==> config.mk <==
export PLATFORM = sky130hd
export DESIGN_NAME = aluTop
export DESIGN_NICKNAME = d
export VERILOG_FILES = /design/src/apbPkg.sv /design/src/aluPkg.sv /design/src/arithLogicUnit.sv /design/src/patternMatcher.sv /design/src/matchCounter.sv /design/src/aluCtrl.sv /design/src/aluTop.sv
export VERILOG_INCLUDE_DIRS = /design/src
export SDC_FILE = /design/constraint.sdc
export NUM_CORES = 1
export LEC_CHECK = 0
export BUFFER_PORTS_ARGS = -buffer_cell sky130_fd_sc_hd__buf_2
export CAP_MARGIN = 10
export CORE_MARGIN = 3
export CORE_UTILIZATION = 55
export CTS_CLUSTER_SIZE = 25
export DETAILED_ROUTE_END_ITERATION = 8
export PLACE_DENSITY = 0.73
export REMOVE_ABC_BUFFERS = 1
export SYNTH_ARGS = -nofsm -noshare
export SYNTH_HDL_FRONTEND = slang
export SYNTH_SLANG_ARGS = --single-unit
==> constraint.sdc <==
create_clock -name clk -period 12.5 [get_ports clk]
set_clock_uncertainty 0.15 [all_clocks]
set_input_delay 2.5 -clock clk [delete_from_list [all_inputs] [get_ports clk]]
set_output_delay 2.5 -clock clk [all_outputs]
set_load 0.01 [all_outputs]
==> src/alu_params.svh <==
`ifndef ALU_PARAMS_SVH
`define ALU_PARAMS_SVH

// operand and result width.
`define ALU_WIDTH 32

// pattern match geometry.
`define PATTERN_WIDTH 16
`define WINDOW_COUNT 17
`define COUNT_WIDTH 5

// the command register carries the function in its low bits.
`define FUNC_WIDTH 3

`define APB_ADDR_WIDTH 5

// byte offsets of the register map.
`define REG_OPA_OFFSET 5'h00
`define REG_OPB_OFFSET 5'h04
`define REG_CMD_OFFSET 5'h08
`define REG_RESULT_OFFSET 5'h0C
`define REG_STATUS_OFFSET 5'h10

`endif

==> src/apbPkg.sv <==
`include "alu_params.svh"

package apbPkg;

	// master to slave signals of one APB port.
	typedef struct packed {
		logic psel;
		logic penable;
		logic pwrite;
		logic [`APB_ADDR_WIDTH-1:0] paddr;
		logic [`ALU_WIDTH-1:0] pwdata;
	} apbReq_t;

	typedef struct packed {
		logic [`ALU_WIDTH-1:0] prdata;
		logic pready;
		logic pslverr; // only meaningful in the completing cycle.
	} apbRsp_t;

	typedef enum logic [`APB_ADDR_WIDTH-1:0] {
		REG_OPA = `REG_OPA_OFFSET,
		REG_OPB = `REG_OPB_OFFSET,
		REG_CMD = `REG_CMD_OFFSET,
		REG_RESULT = `REG_RESULT_OFFSET,
		REG_STATUS = `REG_STATUS_OFFSET
	} regAddr_e;

endpackage

==> src/aluPkg.sv <==
`include "alu_params.svh"

package aluPkg;

	typedef logic [`ALU_WIDTH-1:0] word_t;

	// bit 2 selects the inverted B operand, bits 1..0 pick the operation.
	typedef enum logic [`FUNC_WIDTH-1:0] {
		FN_AND = 3'd0,
		FN_OR = 3'd1,
		FN_ADD = 3'd2,
		FN_MATCH = 3'd3,
		FN_ANDN = 3'd4,
		FN_ORN = 3'd5,
		FN_SUB = 3'd6,
		FN_SLT = 3'd7
	} aluFunc_e;

	// one bit per window offset of the pattern in A.
	typedef logic [`WINDOW_COUNT-1:0] matchVec_t;

	typedef logic [`COUNT_WIDTH-1:0] matchCount_t;

	// field order follows bits 2..1 of the status word.
	typedef struct packed {
		logic overflow;
		logic zero;
	} aluFlags_t;

endpackage

==> src/arithLogicUnit.sv <==
`timescale 1ns/1ns
`include "alu_params.svh"

module arithLogicUnit (
	input aluPkg::word_t opA,
	input aluPkg::word_t opB,
	input aluPkg::aluFunc_e func,
	output aluPkg::word_t result,
	output logic overflow
);

	logic [`FUNC_WIDTH-1:0] fcode;
	logic invB;
	logic isAddSub;
	aluPkg::word_t bEff;
	aluPkg::word_t sum;

	assign fcode = func;
	assign invB = fcode[2];

	// inverting B and adding the same bit as carry-in gives A minus B.
	assign bEff = invB ? ~opB : opB;
	assign sum = opA + bEff + aluPkg::word_t'(invB);

	always_comb begin
		case (fcode[1:0])
			2'b00: result = opA & bEff;
			2'b01: result = opA | bEff;
			2'b10: result = sum;
			default: result = {{(`ALU_WIDTH-1){1'b0}}, sum[`ALU_WIDTH-1]}; // sign of A-B, uncorrected.
		endcase
	end

	assign isAddSub = (fcode[1:0] == 2'b10);

	// signed overflow means both addends agree in sign but the sum does not.
	assign overflow = isAddSub
		& (opA[`ALU_WIDTH-1] == bEff[`ALU_WIDTH-1])
		& (sum[`ALU_WIDTH-1] != opA[`ALU_WIDTH-1]);

endmodule

==> src/patternMatcher.sv <==
`timescale 1ns/1ns
`include "alu_params.svh"

module patternMatcher (
	input aluPkg::word_t opA,
	input aluPkg::word_t opB,
	output aluPkg::matchVec_t matchBits
);

	logic [`PATTERN_WIDTH-1:0] pattern;
	logic [`PATTERN_WIDTH-1:0] mask;

	assign pattern = opB[`PATTERN_WIDTH-1:0];
	assign mask = opB[2*`PATTERN_WIDTH-1:`PATTERN_WIDTH]; // a set bit means don't care.

	// window k lines the pattern up with A starting at bit k.
	for (genvar k = 0; k < `WINDOW_COUNT; k++) begin : gWindow
		logic [`PATTERN_WIDTH-1:0] bitOk;

		assign bitOk = ~(opA[k +: `PATTERN_WIDTH] ^ pattern) | mask;
		assign matchBits[k] = &bitOk;
	end

endmodule

==> src/matchCounter.sv <==
`timescale 1ns/1ns
`include "alu_params.svh"

module matchCounter (
	input logic clk,
	input logic rst,
	input aluPkg::matchVec_t matchBits,
	input logic load,
	output aluPkg::matchCount_t count
);

	aluPkg::matchCount_t ones;

	// population count of the window vector, at most 17.
	always_comb begin
		ones = '0;
		for (int i = 0; i < `WINDOW_COUNT; i++) begin
			ones = ones + aluPkg::matchCount_t'(matchBits[i]);
		end
	end

	// the register splits the comparator path from the adder chain.
	always_ff @(posedge clk) begin
		if (rst)
			count <= '0;
		else if (load)
			count <= ones;
	end

endmodule

==> src/aluCtrl.sv <==
`timescale 1ns/1ns
`include "alu_params.svh"

module aluCtrl (
	input logic clk,
	input logic rst,
	input apbPkg::apbReq_t bus,
	input aluPkg::word_t aluResult,
	input logic aluOverflow,
	input aluPkg::matchVec_t matchBits,
	input aluPkg::matchCount_t matchCount,
	output apbPkg::apbRsp_t rsp,
	output aluPkg::word_t opA,
	output aluPkg::word_t opB,
	output aluPkg::aluFunc_e func,
	output logic countLoad
);

	typedef enum logic [1:0] {
		IDLE,
		EXEC,
		COUNT
	} ctrlState_e;

	ctrlState_e state;
	apbPkg::regAddr_e addr;
	aluPkg::word_t resultReg;
	aluPkg::word_t rdData;
	aluPkg::word_t matchWord;
	aluPkg::aluFlags_t flags;
	logic ovfReg;
	logic busy;
	logic access;
	logic mapped;
	logic roReg;
	logic rdWait;
	logic errCond;
	logic wrOk;

	assign addr = apbPkg::regAddr_e'(bus.paddr);
	assign access = bus.psel & bus.penable;
	assign busy = (state != IDLE);

	always_comb begin
		mapped = 1'b1;
		roReg = 1'b0;
		rdData = '0;
		case (addr)
			apbPkg::REG_OPA: rdData = opA;
			apbPkg::REG_OPB: rdData = opB;
			apbPkg::REG_CMD: rdData = '0; // write-only.
			apbPkg::REG_RESULT: begin
				rdData = resultReg;
				roReg = 1'b1;
			end
			apbPkg::REG_STATUS: begin
				rdData = {{(`ALU_WIDTH-3){1'b0}}, flags.overflow, flags.zero, busy};
				roReg = 1'b1;
			end
			default: mapped = 1'b0;
		endcase
	end

	// reads of the result side stall until the operation has retired.
	assign rdWait = access & ~bus.pwrite & roReg & busy;
	assign errCond = ~mapped | (bus.pwrite & (roReg | busy));
	assign wrOk = access & bus.pwrite & ~errCond;

	assign rsp = '{prdata: rdData, pready: ~rdWait, pslverr: access & ~rdWait & errCond};

	assign flags.overflow = ovfReg;
	assign flags.zero = (resultReg == '0);

	assign matchWord = {{(`ALU_WIDTH-`COUNT_WIDTH-`WINDOW_COUNT){1'b0}}, matchCount, matchBits};
	assign countLoad = (state == EXEC) && (func == aluPkg::FN_MATCH);

	always_ff @(posedge clk) begin
		if (rst) begin
			opA <= '0;
			opB <= '0;
			func <= aluPkg::FN_AND;
			resultReg <= '0;
			ovfReg <= 1'b0;
			state <= IDLE;
		end else begin
			if (wrOk && addr == apbPkg::REG_OPA)
				opA <= bus.pwdata;
			if (wrOk && addr == apbPkg::REG_OPB)
				opB <= bus.pwdata;
			case (state)
				IDLE: begin
					if (wrOk && addr == apbPkg::REG_CMD) begin
						func <= aluPkg::aluFunc_e'(bus.pwdata[`FUNC_WIDTH-1:0]);
						state <= EXEC;
					end
				end
				EXEC: begin
					if (func == aluPkg::FN_MATCH) begin
						state <= COUNT; // counter takes its snapshot on this edge.
					end else begin
						resultReg <= aluResult;
						ovfReg <= aluOverflow;
						state <= IDLE;
					end
				end
				default: begin
					resultReg <= matchWord;
					ovfReg <= 1'b0;
					state <= IDLE;
				end
			endcase
		end
	end

endmodule

==> src/aluTop.sv <==
`timescale 1ns/1ns
`include "alu_params.svh"

module aluTop (
	input logic clk,
	input logic rst,
	input apbPkg::apbReq_t bus,
	output apbPkg::apbRsp_t rsp
);

	aluPkg::word_t opA;
	aluPkg::word_t opB;
	aluPkg::aluFunc_e func;
	aluPkg::word_t aluResult;
	logic aluOverflow;
	aluPkg::matchVec_t matchBits;
	aluPkg::matchCount_t matchCount;
	logic countLoad;

	aluCtrl u_ctrl (
		.clk(clk),
		.rst(rst),
		.bus(bus),
		.aluResult(aluResult),
		.aluOverflow(aluOverflow),
		.matchBits(matchBits),
		.matchCount(matchCount),
		.rsp(rsp),
		.opA(opA),
		.opB(opB),
		.func(func),
		.countLoad(countLoad)
	);

	arithLogicUnit u_alu (
		.opA(opA),
		.opB(opB),
		.func(func),
		.result(aluResult),
		.overflow(aluOverflow)
	);

	patternMatcher u_match (
		.opA(opA),
		.opB(opB),
		.matchBits(matchBits)
	);

	matchCounter u_count (
		.clk(clk),
		.rst(rst),
		.matchBits(matchBits),
		.load(countLoad),
		.count(matchCount)
	);

endmodule

Word level (Yosys, flattened, before mapping) --
Index checks and enable logic that the tools add are counted.
Word-level totals: bits of input ports 42, output and inout port bits 34, register bits 107, logic and storage cells 151
Operators by class: reductions and logical operators 30, add/sub/neg operators 18, muxes and demuxes 12, equality and inequality tests 12, bitwise gates (word level) 72
Operator list (count):
- 16-bit NOT | 17
- 16-bit OR | 17
- 16-bit AND reduction | 17
- 16-bit bitwise XOR | 17
- 32-bit case mux with 4 select lines | 1
- 32-bit case mux with 3 select lines | 1
- 5-bit by 1-bit adder with 5-bit output | 15
- 32-bit 2-to-1 mux | 2
- 32-bit case mux with 2 select lines | 1
- 32-bit by 1-bit adder with 32-bit output | 1
- 32-bit adder | 1
- 32-bit AND | 1
- 32-bit zero test | 1
- 32-bit NOT | 1
- 32-bit OR | 1
- 1-bit AND | 11
- 5-bit by 4-bit == test with 1-bit output (second input constant) | 2
- 5-bit by 3-bit == test with 1-bit output (second input constant) | 1
- 5-bit == test (second input constant) | 1
- 5-bit zero test | 1
- 1-bit NOT | 5
- 5-bit OR reduction | 1
- 2-bit by 1-bit == test with 1-bit output (second input constant) | 2
- 1-bit logical AND | 4
- 16 further kinds | 22

Logic depth before layout (Yosys ltp) --
word-level depth 20, mapped depth 21, depth with buffers taken out 19

Hierarchy --
From an unflattened synthesis, not the netlist that was laid out.
Second synthesis, totals: cell total of the unflattened synthesis 1783, area, all modules 13461.7 µm²
By module, submodules not included:
- aluCtrl | cells an instance 641, instances 1, area each 4998.5 µm², sequential area each 2042.0 µm²
- patternMatcher | cells an instance 557, instances 1, area each 4355.4 µm², sequential area each 0.0 µm²
- arithLogicUnit | cells an instance 510, instances 1, area each 3414.5 µm², sequential area each 0.0 µm²
- matchCounter | cells an instance 75, instances 1, area each 693.2 µm², sequential area each 100.1 µm²

Least setup slack after synthesis --
No wires, ideal clock.
path type in2out, from input port bus[34] (netlist bit), to output port rsp[0] (netlist bit), stages on the path 4, data arrival time 3852 ps, buffers on the path 2, path slack 5998 ps, required time 9850 ps, path through buf_1 > clkbuf_1 > o21ai_0 > a211oi_1
RTL lines:
- start, declared | line aluTop.sv:7 | input apbPkg::apbReq_t bus,
- end, declared | line aluTop.sv:8 | output apbPkg::apbRsp_t rsp

==> results.json <==
{
  "status": "finished clean",
  "critPathRequiredTime_ns": 9.85,
  "io_pins": 76,
  "total_power_mw": 0.8138,
  "period_minus_slack_ns": 7.299,
  "finalCritPeriodShare": 0.5839,
  "p_per_area_mw_per_mm2": 61.03,
  "synth_cells": 1759,
  "cap_violations": 0,
  "antenna_found_initial": 0,
  "clock.fmax_ghz": 0.1370,
  "routedWlPerCell_um": 22.61,
  "critPathLaunchType": "primary input",
  "netlist_area_mm2": 0.01260,
  "rsz0062_at_grt": "false",
  "ys_warn_count": 0,
  "avgSynthCellArea_um2": 7.163,
  "setup_violations": 0,
  "ys_async_sr_fraction": 0,
  "start_util": 0.5685,
  "p_leak_nw": 4.803,
  "yosys.cell_types.count": 64,
  "grt-ovfl-total": 0,
  "dieArea_mm2": 0.02476,
  "worst_pin_slew_ns": 1.164,
  "grt_pass1_wl_um": 70700,
  "drt_wl_total_um": 45220,
  "multiInputGateArea_mm2": 0.009368,
  "nNetsFinal": 1837,
  "ys_ff_latch": 107,
  "vias": 13160,
  "slew_headroom": 0.2240,
  "diodes": 0,
  "cts.clk_slew.worst_paths_ns": 0.09,
  "hpwl_um": 30990,
  "io_buffer_count": 75,
  "root_buffer": "clkbuf_16",
  "drtPass1Iterations": 9,
  "synth_edf_count": 0,
  "timing.setup.tns_ns": 0,
  "cts_resized": 0,
  "numCtsBuffers": 9,
  "drt_iter0_markers": 1829,
  "place_congestion": 1.018,
  "final_antenna_net_count": 0,
  "timing.final.hold_violations": 0,
  "ir_drop_mv": 0.07363,
  "crit_path_end_kind": "primary output",
  "cp_max_fo": 40,
  "post_cts_buffers": 0,
  "yosysSeqAreaShare": 0.1700,
  "core_region_area_mm2": 0.02216,
  "row_count": 54,
  "clk_latency_ns": 0.37,
  "drc": 0,
  "cts.sinks": 107,
  "hp-class": "register to register",
  "area_growth_pct": 5.819,
  "ff_latch_area_mm2": 0.002145,
  "clk_path_buf_depth": 2,
  "first_global_vias": 12470,
  "maxSlewViolCount": 0,
  "drive_gt1_frac": 0.09419,
  "grt_start_max_net_pins": 67,
  "worstPathArrival_ns": 4.65,
  "crit_type": "primary input to primary output",
  "ys.flop_type": "dfxtp_1",
  "cts_hold_buf": 0,
  "die_w_um": 157.4,
  "cts_tree": "yes",
  "grtUsageTotal": 0.3613,
  "cts_max_level": 3,
  "nFillCells": 2113,
  "fp.dieH_um": 157.4,
  "vias_per_cell": 6.580
}
-- placed cells by master (no fill, tap or decap), types with 6 or more instances in the layout --
| cell | instances |
|---|---|
| nand3_1 | 16 |
| buf_2 | 74 |
| nand2_1 | 183 |
| clkbuf_16 | 9 |
| a211oi_1 | 12 |
| mux2i_1 | 44 |
| xnor2_1 | 285 |
| o22ai_1 | 146 |
| dfxtp_1 | 105 |
| fa_1 | 12 |
| nor4_1 | 33 |
| nand4_1 | 11 |
| and3_1 | 8 |
| or3_1 | 7 |
| o211ai_1 | 15 |
| o31ai_1 | 9 |
| a22oi_1 | 9 |
| nor3_1 | 9 |
| and2_1 | 6 |
| or4_1 | 16 |
| xor2_1 | 39 |
| ha_1 | 68 |
| o21a_1 | 8 |
| o21ai_0 | 38 |
| buf_4 | 56 |
| a21o_1 | 18 |
| inv_1 | 90 |
| nor2_1 | 140 |
| a21oi_1 | 174 |
| nor2b_1 | 8 |
-- sequential cells by signal, indices dropped and copies added, names as in the netlist --
register	flops
u_ctrl.ovfReg	1
u_ctrl.resultReg	32
u_ctrl.opB	32
u_ctrl.func	3
u_ctrl.opA	32
u_count.count	5
u_ctrl.state	2
-- kinds of logic after synthesis --
logic type / after synthesis / synth area share
buffers and inverters: 276 / 0.08778
DFF: 107 / 0.1700
xor gates and xnor gates: 324 / 0.2252
and+or+nand+nor: 453 / 0.1632
AOI/OAI and AO/OA: 475 / 0.2323
muxes: 44 / 0.03496
adders and majority gates: 80 / 0.08659
-- critical path, cell delays in order --
cell	delay (ns)
buf_2	0.63
and2_1	0.48
buf_4	0.37
mux2i_1	0.11
or4_1	0.40
buf_2	0.15
-- cell usage after synthesis, types with 6 or more instances --
master,number,area (um2)
a211oi_1,12,90.09
a21o_1,18,135.1
a21oi_1,175,875.8
a22oi_1,9,67.56
and2_1,6,37.54
and3_1,8,50.05
buf_1,43,161.4
buf_2,36,180.2
clkbuf_1,101,379.1
dfxtp_1,107,2142
fa_1,12,240.2
ha_1,68,850.8
inv_1,90,337.8
mux2i_1,44,440.4
nand2_1,183,686.9
nand3_1,16,80.08
nand4_1,11,68.82
nor2_1,140,525.5
nor2b_1,8,50.05
nor3_1,9,45.04
nor4_1,33,206.5
o211ai_1,15,112.6
o21a_1,8,60.06
o21ai_0,38,190.2
o22ai_1,146,913.4
o31ai_1,9,67.56
or3_1,7,43.79
or4_1,16,120.1
xnor2_1,285,2496
xor2_1,39,341.6
-- path summary, 6_finish.rpt --
kind	startpoint	end	slack, ns	cells after the start
min	u_ctrl.opB[17]$_SDFFE_PP0P_	u_ctrl.opB[17]$_SDFFE_PP0P_	0.31	2
max reg2reg	u_ctrl.opB[14]$_SDFFE_PP0P_	u_count.count[3]$_SDFFE_PP0P_	6.71	20
max	bus[35]	rsp[1]	5.20	6
min reg2reg	u_ctrl.opB[17]$_SDFFE_PP0P_	u_ctrl.opB[17]$_SDFFE_PP0P_	0.31	2
-- per-layer routing --
layer  track usage  part of all wire  routed length [um]
met1        0.5001              0.41               18500
met2        0.5374              0.42               19110
met3       0.09348              0.13                5783
met4        0.1421             0.041                1832
met5             0                 0                   0
-- layout make-up --
class	instances	area share
Sequential cell	107	0.1608
Clock buffer	9	0.01689
Clock inverter	7	0.008446
Timing Repair Buffer	130	0.05931
Multi-Input combinational cell	1376	0.7026
Inverter	91	0.02562
Tap cell	280	0.02628
-- stage by stage --
| stage | setup slack [ns] | hold slack, ns | instances | cell area, um2 | utilization |
|---|---|---|---|---|---|
| final | 5.201 | 0.3116 | 2000 | 13330 | 0.6016 |
| after global routing | 5.043 | 0.3338 | 2000 | 13330 | 0.6016 |
| after CTS | 5.196 | 0.3136 | 2000 | 13330 | 0.6016 |
| after detailed placement | 5.192 | 0.3006 | 1984 | 13000 | 0.5864 |
| after global placement | 5.243 | 0.2933 | 1984 | 13000 | 0.5864 |
| after floorplan | 6.072 | 0.2751 | 1574 | 11840 | - |
-- power by group --
| part | internal [mW] | leakage (nW) | switching [mW] |
|---|---|---|---|
| clock network | 0.165 | 0.164 | 0.165 |
| registers | 0.341 | 0.863 | 0.00148 |
| logic | 0.0583 | 3.78 | 0.0825 |
Note: power is estimated with default switching activity, not from simulation.
